===== config.mk =====
export PLATFORM = sky130hd
export DESIGN_NAME = dual_port_ram
export DESIGN_NICKNAME = d
export VERILOG_FILES = /design/src/source/dual_port_ram.sv
export SDC_FILE = /design/constraint.sdc
export NUM_CORES = 2
export LEC_CHECK = 0
export BUFFER_PORTS_ARGS = -buffer_cell sky130_fd_sc_hd__buf_2
export CAP_MARGIN = 10
export CELL_PAD_IN_SITES_DETAIL_PLACEMENT = 2
export CELL_PAD_IN_SITES_GLOBAL_PLACEMENT = 2
export CORE_ASPECT_RATIO = 1.2
export CORE_MARGIN = 3
export CORE_UTILIZATION = 30
export DETAILED_ROUTE_END_ITERATION = 12
export PLACE_DENSITY_LB_ADDON = 0.2
export RECOVER_POWER = 25
export REMOVE_ABC_BUFFERS = 1
export SETUP_SLACK_MARGIN = 0.1
export SYNTH_ARGS = -nofsm -noshare
export SYNTH_HDL_FRONTEND = slang
export SYNTH_SLANG_ARGS = --single-unit
export TNS_END_PERCENT = 20

===== constraint.sdc =====
create_clock -name ck -period 2.8 [get_ports ck]
set_input_delay 0.14 -clock ck [delete_from_list [all_inputs] [get_ports ck]]
set_output_delay 0.14 -clock ck [all_outputs]
set_load 0.02 [all_outputs]

===== src/source/dual_port_ram.sv =====
`timescale 1ns/1ps

module dual_port_ram #(
    parameter int ADDR_W = 8,
    parameter int DATA_W = 16
) (
    input  logic              ck,
    input  logic              we,
    input  logic [ADDR_W-1:0] waddr,
    input  logic [DATA_W-1:0] wdata,
    input  logic [ADDR_W-1:0] raddr,
    output logic [DATA_W-1:0] rdata
);

    logic [DATA_W-1:0] mem [0:(1 << ADDR_W) - 1];

    // Read returns the old word when both ports hit the same address
    always_ff @(posedge ck) begin
        if (we) begin
            mem[waddr] <= wdata;
        end
        rdata <= mem[raddr];
    end

endmodule


---- Word level (Yosys, flattened, before mapping) ----
Memories as Yosys holds them, arrays and structs flattened. A register that Yosys moved wholly into a read port is not among the register bits.
Cells that the tools add are included.
word-level totals
  register bits after elaboration ......... 0
  RAM bits ................................ 4,096
  input port bits ......................... 34
  output and inout port bits .............. 16
  logic and storage cells ................. 3
  memories ................................ 1
cells by class
  multiplexer cells ....................... 2
memory list
  name  depth  bits a word  read ports  clocked after Yosys merged registers in  wr ports  line  source
  mem   256    16           1           1                                        1         15    logic [DATA_W-1:0] mem [0:(1 << ADDR_W) - 1];
operators with widths
  operator           count
  two-way mux 1 bit  2

---- Longest topological paths before layout ----
  word-level depth ........................ 2
  depth in mapped cells ................... 12
  gate-level depth less buffers ........... 6

---- Worst setup path before layout ----
Ideal clock, no wire load.
  path type ............................... input port to flip-flop
  start ................................... input waddr[3]
  end ..................................... memory mem[235][0] (enable)
  library setup time ...................... 388 ps
  data arrival time ....................... 1,917 ps
  data required time ...................... 2,412 ps
  slack ................................... 495 ps
  stages on the path ...................... 6
  path buffers ............................ 3
  cell sequence ........................... clkbuf_1 nor2b_1 clkbuf_1 nand4_1 clkbuf_1 nor2_1
RTL lines
  what                line  source
  start: declaration  9     input logic [ADDR_W-1:0] waddr,
  end: declaration    15
No word-level cell before the write port.

---- Worst setup path after layout ----
  start ................................... input wdata[3]
  end ..................................... memory mem[138][3], data pin
RTL lines
  what                line  source
  start: declaration  10    input logic [DATA_W-1:0] wdata,
No word-level cell before the write port.

==> results_dict.tcl <==
set metrics [dict create \
    yosys_warnings 0 \
    overflow 0 \
    die-area_um2 538000 \
    fill_cells 50650 \
    period_share 0.982 \
    cap_violations 18 \
    arrival_ns 3.47 \
    slew_viol_final 1164 \
    drt_iter0_markers 7739 \
    cts_buffer_depth 4 \
    clock_latency_ns 1.03 \
    fin_setup_tns_ns 0 \
    worst_path_most_repeated_cell "clkbuf_2" \
    cts-root-buf "clkbuf_16" \
    grt.met3_usage 0.0213 \
    die_y_um 803 \
    cp_top_family "buffers and inverters" \
    max_slew_margin -1.03 \
    p_per_area_nw_per_um2 697 \
    vdd_ir_drop_max_mv 0.551 \
    violations "max-capacitance violations, max-slew violations" \
    max_freq_mhz 364 \
    grtUsageTotal 0.199 \
    syn_area_um2 159000 \
    first_pass_iters 5 \
    worst_pin_slew_ns 3.04 \
    dpl.hpwl_um 351000 \
    grt_max_degree 100 \
    grt_pass1_vias 89241 \
    wl_per_cell_um 34.1 \
    antenna_found_initial 46 \
    clk_pin_slew_ns 0.06 \
    worst-endpoint-required_ns 3.52 \
    num_vias 81928 \
    dieWidth_um 670 \
    leakage_nw 61.1 \
    whs_ns 0.0855 \
    ys.flop_type "edfxtp_1" \
    num_rows 292 \
    busiest_layer "met2" \
    viasPerCell 5.13 \
    fin_ws_ns 0.0512 \
    crit_buf_inv 3 \
    async_flop_share 0 \
    cts_buffers 420 \
    place_congestion 0.814 \
    cts_sinks 4112 \
    io_buffers 49 \
    crit_path_end_kind "register" \
    skew_ns 0.0633 \
    io_pins 50 \
    synthDistinctLibCells 52 \
    drc 0 \
    grt_use_met2 0.355 \
    grt_pass1_wl_um 755000 \
    cp_max_fo 69 \
    met1_usage 0.255 \
    worstHoldPathType "in2reg" \
    status "complete, but fails checks" \
    synth-edff-count 4096 \
    setup_viol 0 \
    core_um2 527000 \
    start_util 0.301 \
    crit_path_max_incr_delay_ns 1.75 \
    crit_type "in2reg" \
    min_period_ns 2.75 \
    hold_violations 0 \
    rsz0062_at_grt "true" \
    postRouteAntennaNets 0 \
    layout_common_cells "4096 x edfxtp_1, 881 x buf_4, 797 x mux4_2, 565 x mux2i_1, 426 x clkbuf_16" \
    cts_max_level 5 \
    critPathSlowestCell "clkbuf_2" \
    ys_ff_latch 4112 \
    postSynthCellCount 7360 \
    syn_area_per_cell_um2 21.6 \
    synth-seq-area-share 0.777 \
    wirelength_um 544000 \
    path_cells "dlygate4sd3_1 > clkbuf_2 > clkbuf_2" \
    final_common_cell "edfxtp_1" \
    ff2ff_setup_slack_ns 0.08 \
    final_nets 8576 \
    cts_tree "built" \
    critPathLaunchType "input port" \
    syn_to_final_growth_pct 20.4 \
    p_total_w 0.133 \
    post-place-ws_ns -1.22 \
    drive_above_1_share 0.322 \
]
routing by layer:
metal	vias to the layer above	wire [µm]
li1	33678	-
met3	586	23100
met1	45687	223000
met5	-	51
met2	1969	281000
met4	8	17700
layout make-up:
type                       instances  area [µm²]  area share
sequential                      4112      123000       0.645
antenna                           19        47.5    0.000249
multi-input combinational       2792       33400       0.175
clock inverter                   259        2760      0.0144
tap                             7056        8830      0.0462
timing repair buffer            1212       11800      0.0617
inverter                           4        27.5    0.000144
clock buffer                     503       11000      0.0575
path summary, 6_finish.rpt:
kind                          start                    end  depth (start not counted)
max reg2reg   mem[139][0]$_DFFE_PP_       rdata[0]$_DFF_P_                          8
max                        wdata[3]  mem[138][3]$_DFFE_PP_                          3
min reg2reg  mem[234][14]$_DFFE_PP_      rdata[14]$_DFF_P_                          6
min                        raddr[7]       rdata[4]$_DFF_P_                          3
tightest hold or removal path, cell delays in order:
cell	delay, ns
buf_2	0.29
nor4_1	0.49
nor4_2	0.09
sequential cells by signal (all words and copies together) (netlist names):
signal,flops
mem,4096
rdata,16
cell families after synthesis:
logic type      count (synthesis)  share of synthesized area
simple gates                  556                     0.0157
compound gates                786                     0.0354
flops                        4112                      0.777
mux                          1450                      0.155
buf+inv                       456                     0.0169
per-stage QoR:
| step | utilization | instances | area, µm² |
|---|---|---|---|
| final | 0.363 | 15957 | 191000 |
| after global routing | 0.363 | 15942 | 191000 |
| after CTS | 0.364 | 15938 | 192000 |
| after detailed placement | 0.337 | 15155 | 177000 |
| after global placement | 0.337 | 15155 | 177000 |
| after floorplan | - | 6908 | 156000 |
report_power, final:
part	switching [W]	total (W)	internal (W)
clock	0.0245	0.0572	0.0327
sequential	0.000219	0.0681	0.0679
combinational	0.00498	0.00790	0.00292
total	0.0297	0.133	0.104
repair_timing:
item / CTS / global route
buffers inserted: 0 / 0
resized for setup: 14 / 1
hold buffers: 21 / 0
hold endpoints to repair: 3599 / 0
setup endpoints to repair: 10 / 6
synth_stat cells (all sizes together), types with 4 or more instances:
library cell  instances  area share
nand3                35      0.0011
a22oi                43      0.0020
a31oi                 6     0.00024
o32ai                21      0.0012
or2                   5     0.00020
nand4                26      0.0010
buf                 222       0.011
o21ai                38      0.0012
o221ai              253       0.014
nor2b                 9     0.00035
a221oi               28      0.0015
nor4                 18     0.00075
a21oi               175      0.0055
a211oi               18     0.00085
nor2                304      0.0072
mux2i               565       0.036
dfxtp                16      0.0020
mux4                797        0.11
o22ai               148      0.0058
clkbuf              230      0.0054
a2111oi               6     0.00033
o31ai                16     0.00076
and3                 11     0.00043
nor3                 92      0.0029
nand2                38     0.00090
mux2                 88      0.0062
inv                   4    0.000095
edfxtp             4096        0.77
a22o                 32      0.0018
Power figures use the tool's default switching activity.
