--- src/source/mixer_pkg.sv ---
package mixer_pkg;

    // Datapath widths
    parameter int SAMPLE_W  = 16;
    parameter int GAIN_W    = 16;
    parameter int INSTR_W   = 32;
    parameter int ACC_W     = 40;
    parameter int PRODUCT_W = 32;
    parameter int SLOT_W    = 4;
    parameter int OPCODE_W  = 5;

    typedef logic [SAMPLE_W-1:0]  sample_t;
    typedef logic [GAIN_W-1:0]    gain_t;
    typedef logic [INSTR_W-1:0]   instr_t;
    typedef logic [ACC_W-1:0]     acc_t;
    typedef logic [PRODUCT_W-1:0] product_t;
    typedef logic [SLOT_W-1:0]    slot_t;

    // Z clears the accumulator first, N negates the gain
    typedef enum logic [OPCODE_W-1:0] {
        OP_NOOP    = 5'd0,
        OP_CAPTURE = 5'd1,
        OP_SAVE    = 5'd2,
        OP_MAC     = 5'd8,
        OP_MACZ    = 5'd9,
        OP_MACN    = 5'd10,
        OP_MACNZ   = 5'd11,
        OP_HALT    = 5'd15
    } opcode_t;

    // Returned by capture code 7
    parameter logic [31:0] CAPTURE_MAGIC = 32'h1234_5678;

endpackage

--- src/source/delay_pipe.sv ---
`timescale 1ns/1ps

module delay_pipe #(
    parameter int LENGTH = 2
) (
    input  logic ck,
    input  logic reset,
    input  logic din,
    output logic dout
);

    logic [LENGTH-1:0] stages;

    always_ff @(posedge ck) begin
        if (reset) begin
            stages <= '0;
        end else begin
            stages[0] <= din;
            for (int i = 1; i < LENGTH; i++) begin
                stages[i] <= stages[i-1];
            end
        end
    end

    assign dout = stages[LENGTH-1];

endmodule

--- src/source/mix_datapath.sv ---
`timescale 1ns/1ps

module mix_datapath #(
    parameter int FRAME_W = 4
) (
    input  logic                 ck,
    input  logic                 reset,
    input  mixer_pkg::sample_t   sample_data,
    input  mixer_pkg::gain_t     gain,
    input  logic                 subtract,
    input  logic                 acc_en,
    input  logic                 acc_clear,
    input  logic                 shift_en,
    input  logic [FRAME_W-1:0]   shift,
    output mixer_pkg::acc_t      acc_out,
    output mixer_pkg::product_t  product,
    output mixer_pkg::sample_t   mix_out
);

    logic                                  sample_neg;
    mixer_pkg::sample_t                    magnitude;
    logic                                  do_sub;
    mixer_pkg::acc_t                       acc_base;
    logic signed [mixer_pkg::ACC_W-1:0]    shifted;
    mixer_pkg::sample_t                    saturated;

    // Negative samples become magnitudes, the sign moves to the adder
    assign sample_neg = sample_data[mixer_pkg::SAMPLE_W-1];
    assign magnitude  = sample_neg ? (~sample_data + 1'b1) : sample_data;

    assign product = mixer_pkg::product_t'(magnitude) * mixer_pkg::product_t'(gain);

    // Subtract when opcode sign and sample sign differ
    assign do_sub   = subtract ^ sample_neg;
    assign acc_base = acc_clear ? '0 : acc_out;

    always_ff @(posedge ck) begin
        if (reset) begin
            acc_out <= '0;
        end else if (acc_en) begin
            if (do_sub) begin
                acc_out <= acc_base - mixer_pkg::acc_t'(product);
            end else begin
                acc_out <= acc_base + mixer_pkg::acc_t'(product);
            end
        end
    end

    // Arithmetic shift then clamp into 16 bits
    assign shifted = $signed(acc_out) >>> shift;

    always_comb begin
        if (shifted > 40'sd32767) begin
            saturated = 16'h7FFF;
        end else if (shifted < -40'sd32768) begin
            saturated = 16'h8000;
        end else begin
            saturated = shifted[mixer_pkg::SAMPLE_W-1:0];
        end
    end

    always_ff @(posedge ck) begin
        if (shift_en) begin
            mix_out <= saturated;
        end
    end

    // Clear and enable come from separate pipes in the sequencer
    a_clear_needs_en: assert property (
        @(posedge ck) disable iff (reset) acc_clear |-> acc_en
    );

endmodule

--- src/source/sequencer.sv ---
`timescale 1ns/1ps

module sequencer #(
    parameter int CHAN_W  = 4,
    parameter int FRAME_W = 4,
    parameter int CODE_W  = 8
) (
    input  logic                        ck,
    input  logic                        reset,
    input  logic                        run,
    input  logic [FRAME_W-1:0]          frame,
    input  mixer_pkg::instr_t           coef_data,
    input  mixer_pkg::sample_t          sample_data,
    output logic [CODE_W-1:0]           coef_addr,
    output logic [CHAN_W+FRAME_W-1:0]   sample_raddr,
    output logic                        out_we,
    output mixer_pkg::slot_t            out_waddr,
    output mixer_pkg::sample_t          out_wdata,
    output logic                        done,
    output logic                        error,
    output logic [31:0]                 capture_out
);

    localparam int SAMPLE_AW = CHAN_W + FRAME_W;
    localparam int OP_W      = 16 - CHAN_W - FRAME_W;

    logic                     flush;
    logic                     fetch_ok;
    logic [OP_W-1:0]          op_field;
    logic [FRAME_W-1:0]       offset;
    logic [CHAN_W-1:0]        chan;
    mixer_pkg::gain_t         gain;
    mixer_pkg::opcode_t       opcode;
    logic                     op_known;
    logic                     halted;
    logic                     dec_mac;
    logic                     dec_clear;
    logic                     dec_neg;
    logic                     dec_save;
    logic                     dec_halt;
    logic                     dec_capture;
    logic                     dec_unknown;
    logic [FRAME_W-1:0]       ring_idx;
    logic [SAMPLE_AW-1:0]     sample_addr_d;
    mixer_pkg::gain_t         gain_d1;
    mixer_pkg::gain_t         gain_d2;
    logic                     sub_d1;
    logic                     sub_d2;
    logic [FRAME_W-1:0]       shift_d1;
    logic [FRAME_W-1:0]       shift_d2;
    logic [FRAME_W-1:0]       shift_d3;
    mixer_pkg::slot_t         slot_d3;
    logic                     acc_en;
    logic                     acc_clear;
    logic                     shift_en;
    mixer_pkg::acc_t          acc_out;
    mixer_pkg::product_t      product;

    // Dropping run empties the whole pipeline
    assign flush = reset || !run;

    // Fetch stage
    always_ff @(posedge ck) begin
        if (flush) begin
            coef_addr <= '0;
            fetch_ok  <= 1'b0;
        end else begin
            if (!done) begin
                coef_addr <= coef_addr + 1'b1;
            end
            // Word 0 is never executed
            fetch_ok <= (coef_addr != '0);
        end
    end

    // Instruction latch
    always_ff @(posedge ck) begin
        if (flush) begin
            op_field <= '0;
        end else if (fetch_ok && !halted && !error) begin
            op_field <= coef_data[31 -: OP_W];
        end else begin
            op_field <= '0;
        end
    end

    always_ff @(posedge ck) begin
        if (fetch_ok) begin
            gain   <= coef_data[15:0];
            chan   <= coef_data[16 +: CHAN_W];
            offset <= coef_data[16 + CHAN_W +: FRAME_W];
        end
    end

    // Decode
    assign opcode   = mixer_pkg::opcode_t'(op_field[mixer_pkg::OPCODE_W-1:0]);
    assign op_known = (op_field >> mixer_pkg::OPCODE_W) == '0;

    always_comb begin
        dec_mac     = 1'b0;
        dec_clear   = 1'b0;
        dec_neg     = 1'b0;
        dec_save    = 1'b0;
        dec_halt    = 1'b0;
        dec_capture = 1'b0;
        dec_unknown = 1'b0;
        if (run && !halted && !error) begin
            if (!op_known) begin
                dec_unknown = 1'b1;
            end else begin
                case (opcode)
                    mixer_pkg::OP_NOOP: ;
                    mixer_pkg::OP_CAPTURE: dec_capture = 1'b1;
                    mixer_pkg::OP_SAVE: dec_save = 1'b1;
                    mixer_pkg::OP_MAC: dec_mac = 1'b1;
                    mixer_pkg::OP_MACZ: begin
                        dec_mac   = 1'b1;
                        dec_clear = 1'b1;
                    end
                    mixer_pkg::OP_MACN: begin
                        dec_mac = 1'b1;
                        dec_neg = 1'b1;
                    end
                    mixer_pkg::OP_MACNZ: begin
                        dec_mac   = 1'b1;
                        dec_clear = 1'b1;
                        dec_neg   = 1'b1;
                    end
                    mixer_pkg::OP_HALT: dec_halt = 1'b1;
                    default: dec_unknown = 1'b1;
                endcase
            end
        end
    end

    always_ff @(posedge ck) begin
        if (flush) begin
            halted <= 1'b0;
            error  <= 1'b0;
        end else begin
            if (dec_halt) begin
                halted <= 1'b1;
            end
            if (dec_unknown) begin
                error <= 1'b1;
            end
        end
    end

    // Channel ring address, frame plus offset wraps
    assign ring_idx = frame + offset;

    always_ff @(posedge ck) begin
        sample_raddr  <= {chan, ring_idx};
        sample_addr_d <= sample_raddr;
    end

    // Align fields with the datapath stages
    always_ff @(posedge ck) begin
        gain_d1   <= gain;
        gain_d2   <= gain_d1;
        sub_d1    <= dec_neg;
        sub_d2    <= sub_d1;
        shift_d1  <= offset;
        shift_d2  <= shift_d1;
        shift_d3  <= shift_d2;
        slot_d3   <= gain_d2[mixer_pkg::SLOT_W-1:0];
        out_waddr <= slot_d3;
    end

    delay_pipe #(.LENGTH(2)) i_acc_en_pipe (
        .ck(ck), .reset(flush), .din(dec_mac), .dout(acc_en)
    );

    delay_pipe #(.LENGTH(2)) i_acc_clear_pipe (
        .ck(ck), .reset(flush), .din(dec_clear), .dout(acc_clear)
    );

    delay_pipe #(.LENGTH(3)) i_shift_en_pipe (
        .ck(ck), .reset(flush), .din(dec_save), .dout(shift_en)
    );

    delay_pipe #(.LENGTH(2)) i_done_pipe (
        .ck(ck), .reset(flush), .din(halted), .dout(done)
    );

    mix_datapath #(.FRAME_W(FRAME_W)) i_mix_datapath (
        .ck          (ck),
        .reset       (reset),
        .sample_data (sample_data),
        .gain        (gain_d2),
        .subtract    (sub_d2),
        .acc_en      (acc_en),
        .acc_clear   (acc_clear),
        .shift_en    (shift_en),
        .shift       (shift_d3),
        .acc_out     (acc_out),
        .product     (product),
        .mix_out     (out_wdata)
    );

    // Output write, suppressed once an error is pending
    always_ff @(posedge ck) begin
        if (flush) begin
            out_we <= 1'b0;
        end else begin
            out_we <= shift_en && !error && !dec_unknown;
        end
    end

    // Debug capture, code taken from the offset field
    always_ff @(posedge ck) begin
        if (reset) begin
            capture_out <= '0;
        end else if (dec_capture) begin
            case (offset)
                0: capture_out <= coef_data;
                1: capture_out <= {sample_data, 16'(sample_addr_d)};
                2: capture_out <= {gain_d2, sample_data};
                3: capture_out <= product;
                5: capture_out <= acc_out[31:0];
                6: capture_out <= 32'({out_waddr, out_wdata});
                7: capture_out <= mixer_pkg::CAPTURE_MAGIC;
                default: capture_out <= capture_out;
            endcase
        end
    end

    a_pc_holds_when_done: assert property (
        @(posedge ck) disable iff (reset)
        (run && $past(run) && $past(done)) |-> $stable(coef_addr)
    );

    a_no_write_on_error: assert property (
        @(posedge ck) disable iff (reset) error |-> !out_we
    );

endmodule

--- config.mk ---
export PLATFORM = sky130hd
export DESIGN_NAME = sequencer
export DESIGN_NICKNAME = d
export VERILOG_FILES = /design/src/source/mixer_pkg.sv /design/src/source/delay_pipe.sv /design/src/source/mix_datapath.sv /design/src/source/sequencer.sv
export SDC_FILE = /design/constraint.sdc
export NUM_CORES = 1
export LEC_CHECK = 0
export ABC_AREA = 1
export BUFFER_PORTS_ARGS = -buffer_cell sky130_fd_sc_hd__buf_2
export CORE_MARGIN = 3
export CORE_UTILIZATION = 45
export DETAILED_ROUTE_END_ITERATION = 12
export PLACE_DENSITY_LB_ADDON = 0.15
export SYNTH_ARGS = -nofsm -noshare
export SYNTH_HDL_FRONTEND = slang
export SYNTH_HIERARCHICAL = 1
export SYNTH_SLANG_ARGS = --single-unit
export TNS_END_PERCENT = 1
--- constraint.sdc ---
create_clock -name ck -period 14.3 [get_ports ck]
set_clock_uncertainty 0.05 [all_clocks]
set_input_delay 0.715 -clock ck [delete_from_list [all_inputs] [get_ports ck]]
set_output_delay 0.715 -clock ck [all_outputs]
set_load 0.1 [all_outputs]
* Word level (Yosys, flattened, before mapping)
Index checks and enable logic that the tools add are counted.
** Word-level totals
- Register bits :: 211
- Input port bits :: 55
- Output and inout bits :: 71
- Word-level logic and storage cells :: 99
** Cells by class
- Add/sub/neg operators :: 5
- Multipliers :: 1
- Order comparisons :: 2
- Equal/unequal tests :: 13
- Shifts and indexed selects :: 1
- Muxes and demuxes :: 18
- Bitwise logic cells :: 5
- Reductions and logical operators :: 24
** Operator list (count)
- 32-bit case mux with 7 select lines :: 1
- 40-bit two-way mux :: 2
- 40-bit by 32-bit adder with 40-bit output :: 1
- 40-bit by 16-bit greater-than comparator with 1-bit output (second input constant) :: 1
- 40-bit by 16-bit < comparator with 1-bit output (second input constant) :: 1
- 40-bit by 4-bit >>> shifter with 40-bit output :: 1
- 40-bit by 32-bit subtractor with 40-bit output :: 1
- 16-bit by 16-bit multiplier with 32-bit output :: 1
- 16-bit two-way mux :: 2
- 5-bit by 4-bit equality test with 1-bit output (second input constant) :: 5
- 16-bit by 1-bit adder with 16-bit output (second input constant) :: 1
- 16-bit inverter :: 1
- 1-bit two-way mux :: 13
- 4-bit by 3-bit equality test with 1-bit output (second input constant) :: 3
- 8-bit by 1-bit adder with 8-bit output (second input constant) :: 1
- 4-bit by 2-bit equality test with 1-bit output (second input constant) :: 2
- 8-bit zero test :: 1
- 8-bit nonzero test :: 1
- 8-bit OR reduction :: 1
- 7-bit nonzero test :: 1
- 1-bit logical AND :: 6
- 2-bit OR reduction :: 3
- 5-bit by 1-bit equality test with 1-bit output (second input constant) :: 1
- 5-bit by 2-bit equality test with 1-bit output (second input constant) :: 1
- other kinds (11) :: 17

* Logic depth before layout (Yosys ltp)
- Word-level depth :: 7
- Mapped depth :: 57
- Mapped depth without buffers :: 55

* Modules after synthesis
Netlist, hierarchy kept.
** By module, submodules not included
- mix_datapath :: times used 1, cells each 2554, area an instance 16666.0 sq um, sequential area each 1281.2 sq um
- sequencer :: times used 1, cells each 805, area an instance 6107.1 sq um, sequential area each 3163.0 sq um
- delay_pipe (i_acc_clear_pipe ...) :: times used 3, cells each 6, area an instance 55.1 sq um, sequential area each 40.0 sq um
- delay_pipe (i_shift_en_pipe) :: times used 1, cells each 9, area an instance 82.6 sq um, sequential area each 60.1 sq um

* Least setup slack after synthesis
No wires, ideal clock.
- Kind :: input -> register
- Start :: input port sample_data[0]
- End :: register i_mix_datapath.acc_out[35]
- Library setup time :: 116 ps
- Arrival :: 8565 ps
- Data required time :: 14134 ps
- Setup slack :: 5568 ps
- Cell stages on the path :: 47
- Buffers on the path :: 1
- Cells stage by stage :: buf_2 inv_1 ha_1 nand2_1 nor2_1 nand2_1 nor2_1 nand2_1 nand2_1 xor2_1 inv_1 nor2_1 fa_1 inv_1 fa_1 fa_1 inv_1 fa_1 [... 11 more ...] inv_1 nor2_1 nand3_2 nor2_4 nand2_1 nand2_2 nand2_1 xor2_1 ha_1 nand2_1 inv_1 a21oi_1 o21ai_0 a221oi_1 a31o_2 nand3_1 o211ai_1 inv_1
** Between the ends
- Word-level cells in the longest chain between the ends :: 6
- Elaborated cells between the ends (all ways) :: 7
- Those cells by class :: add/sub: 3; mul: 1; mux: 2; bitwise: 1
** RTL lines
- from (decl) :: RTL line sequencer.sv:13 : input mixer_pkg::sample_t sample_data,
- 16-bit inverter :: RTL line mix_datapath.sv:29 : assign magnitude = sample_neg ? (~sample_data + 1'b1) : sample_data;
- 16-bit by 1-bit adder with 16-bit output :: RTL line mix_datapath.sv:29
- 16-bit two-way mux (*) :: RTL line mix_datapath.sv:29
- 16-bit by 16-bit multiplier with 32-bit output (*) :: RTL line mix_datapath.sv:31 : assign product = mixer_pkg::product_t'(magnitude) * mixer_pkg::product_t'(gain);
- net product[16] :: RTL line sequencer.sv:57 : mixer_pkg::product_t product;
- 40-bit by 32-bit adder with 40-bit output or 40-bit by 32-bit subtractor with 40-bit output (tied branches) :: RTL line mix_datapath.sv:44, mix_datapath.sv:42
- 40-bit two-way mux (*) :: RTL line mix_datapath.sv:41 : if (do_sub) begin
- to (signal assigned) :: RTL line mix_datapath.sv:42 : acc_out <= acc_base - mixer_pkg::acc_t'(product);
- to (signal assigned) :: RTL line mix_datapath.sv:44 : acc_out <= acc_base + mixer_pkg::acc_t'(product);
- to (decl) :: RTL line mix_datapath.sv:15 : output mixer_pkg::acc_t acc_out,
Mark *: on every way through the listed nets, which the timed path passes. The rest lies on a longest branch.
A chain may end at the register's enable or synchronous reset.

* Final worst setup path
Ends and elaborated chain as after synthesis.

==> out/qor.txt <==
Number of flops mapped to enable cells by yosys -> 40
Pin count of the biggest net entering global routing -> 79
Row Count -> 82
Ys Warns -> 6
Total CTS buffers -> 24
Proportion of layout cells with a drive suffix above 1 -> 7.15%
FF+latch count, synth -> 211
Startpoint Class -> primary input
Crit path kind -> in -> reg
Startpoint of the worst hold path -> shift_d2[1]$_DFF_P_
Worst Path Max Fanout -> 20
H-tree levels -> 1
Yosys cell types -> 57
RSZ-0062 raised after global routing -> no
Most used cell, CP -> inv_1
Antenna-violating nets left -> 0
Io pins -> 126
TNS Setup -> 0 ns
Fmax -> 96.2 MHz
Critical Path Source -> sample_data[0]
Worst-path clk slew -> 0.07 ns
FF-to-FF Start -> gain_d2[14]$_DFF_P_
Area of the die -> 53900 µm²
Status -> completed
Synth area leaders -> fa_1 17%, dfxtp_1 15%, nand2_1 13%
Seq/Total Area, Yosys -> 20.1%
WL/cell -> 19.1 µm
GP Congestion -> 0.950
Worst endpoint required time -> 14.69 ns
Worst Hold Class -> reg -> reg
Hold Vio Cnt, Final -> 0
Fin crit period -> 10.40 ns
Relative slew slack -> 23.3%
Tcrit/Tclk final -> 72.7%
Total global-route track usage -> 29.0%
Max Root-Sink Buffers -> 3
Hold-fix buffers, CTS -> 0
Mean Syn Cell Area -> 6.80 µm²
DP HPWL -> 63.2 mm
P&R area growth vs syn -> 7.81%
Synth top area share -> 17.0%
DRT iter0 DRCs -> 1590
Slew Viols, Final -> 0
Number of global-route vias before repair -> 21700
Syn Nets -> 3787
Setup Buffers After CTS -> 0
Largest area contributor in the netlist -> fa_1
Clk_lat worst skew -> 0.55 ns
Clk sinks -> 211
Grt ovf -> 0
Ys async rst share -> 0%
TritonCTS clock tree -> done
Initial antenna violation count -> 0
Starting Density -> 45.7%
Post-cts gate resize count -> 0
Core ar. -> 50400 µm²
Nets -> 3838
Root buf cell -> clkbuf_16
Drt via density -> 5.29
DRC Markers -> 0
Port Buffers -> 125
Slew @ Worst Pin -> 1.14 ns
Syn Inst Count -> 3386
Crit-path max cell delay -> 0.72 ns
Drt first pass iters -> 5
Final setup fails -> 0
First-pass GRT wire length -> 122 mm
Final wirelength -> 78.9 mm
Post-Syn Area -> 23000 µm²
CP arrival -> 10.79 ns
Slowest cell on crit path -> xor2_1
Max-Cap Viols -> 0
Die height -> 232 µm
Endpoint type of the worst setup path -> flip-flop
Inserted Diodes -> 0
DR vias -> 21800
Die width -> 232 µm
Primary FF master, synth -> dfxtp_1
==> synth_stat cells, types with 15 or more instances <==
cell type / count
o211ai_1: 23
fa_1: 196
dfxtp_1: 171
mux2i_1: 22
nand3_1: 184
nor2_1: 439
inv_1: 676
nor3_1: 19
o21ai_0: 155
nand4_1: 20
buf_6: 15
ha_1: 150
nand2_2: 16
a21oi_1: 157
xnor2_1: 24
buf_2: 29
o21ai_1: 16
xor2_1: 47
nand2_1: 781
clkbuf_1: 58
edfxtp_1: 40
==> critical path: cells and delay by family <==
kind                       cells  cell delay [ns]
buffers and inverters          9             1.55
xor gates and xnor gates       2             0.97
AOI/OAI and AO/OA              6             1.24
and+or+nand+nor               15             2.14
adders and majority gates      9             4.18
==> state kept, by name, indices dropped and copies added, names as in the netlist, 4 cells and up <==
signal	count
i_mix_datapath/mix_out	16
offset	4
coef_addr	8
shift_d1	4
sample_raddr	8
shift_d2	4
chan	4
gain_d1	16
i_mix_datapath/acc_out	40
gain	16
op_field	8
out_waddr	4
gain_d2	16
shift_d3	4
capture_out	32
slot_d3	4
sample_addr_d	8
==> metal layers <==
| layer | vias to the layer above | GRT usage [%] | routed length, µm |
|---|---|---|---|
| met1 | 10400 | 37.0 | 33000 |
| met2 | 714 | 50.0 | 38000 |
| met4 | 0 | 12.2 | 3630 |
| met5 | - | 0 | 0 |
| li1 | 10500 | - | - |
| met3 | 182 | 2.98 | 4250 |
==> kinds of logic (layout without fill, tap and decap cells) <==
family                   Yosys count  in the layout  share of synthesized area (%)
AND/OR/NAND/NOR                 1523           1523                           27.4
AO/OA/AOI/OAI                    410            410                           9.79
multiplexers                      22             22                          0.957
buffers and inverters            802            871                           13.8
flip-flops                       211            211                           20.1
XOR/XNOR                          72             72                           2.77
adder cells (fa/ha/maj)          346            346                           25.2
==> area by class of cell <==
| cell class | count | area (µm²) |
|---|---|---|
| clock buffers | 29 | 639 |
| multi-input cells | 2373 | 15200 |
| clock inverters | 15 | 164 |
| well taps | 672 | 841 |
| fillers | 5180 | 25600 |
| flip-flops and latches | 211 | 4630 |
| inverters | 686 | 2570 |
| repair buffers | 141 | 746 |
==> layout by cell type (no fill, tap or decap), drive strengths merged, types with 3 or more instances in the layout <==
master / n
clkinvlp: 3
xnor2: 24
buf: 141
o22a: 3
nand2: 799
o211ai: 23
nor2: 453
a21oi: 158
a31oi: 14
nand3b: 6
nand4: 22
clkbuf: 29
or2: 18
inv: 683
nor4: 14
edfxtp: 40
a21o: 9
dfxtp: 171
nand3: 188
o21a: 12
o21ai: 171
nor3: 19
ha: 150
fa: 196
mux2i: 22
clkinv: 13
o21bai: 6
xor2: 48
a21boi: 4
==> per-stage QoR <==
step	area, µm²	std cells	util, %	setup slack (ns)	hold slack [ns]
floorplan	23000	3386	-	5.57	0.260
global placement	24000	4083	47.7	3.61	0.260
detailed placement	24000	4083	47.7	3.54	0.262
CTS	24800	4127	49.3	4.06	0.263
global route	24800	4127	49.3	3.28	0.275
finish	24800	4127	49.3	3.90	0.264
==> final timing paths <==
| path | endpoint | slack, ns | cells past startpoint |
|---|---|---|---|
| worst max-delay path | i_mix_datapath/acc_out[35]$_SDFFE_PP0P_ | 3.90 | 41 |
| worst min-delay path | shift_d3[1]$_DFF_P_ | 0.26 | 0 |
| worst max register to register | i_mix_datapath/acc_out[35]$_SDFFE_PP0P_ | 5.34 | 34 |
| worst min register to register | shift_d3[1]$_DFF_P_ | 0.26 | 0 |
Power is left out: the tool's default activity adds up to more than one toggle a clock period on the data nets, which glitch-free logic cannot reach.
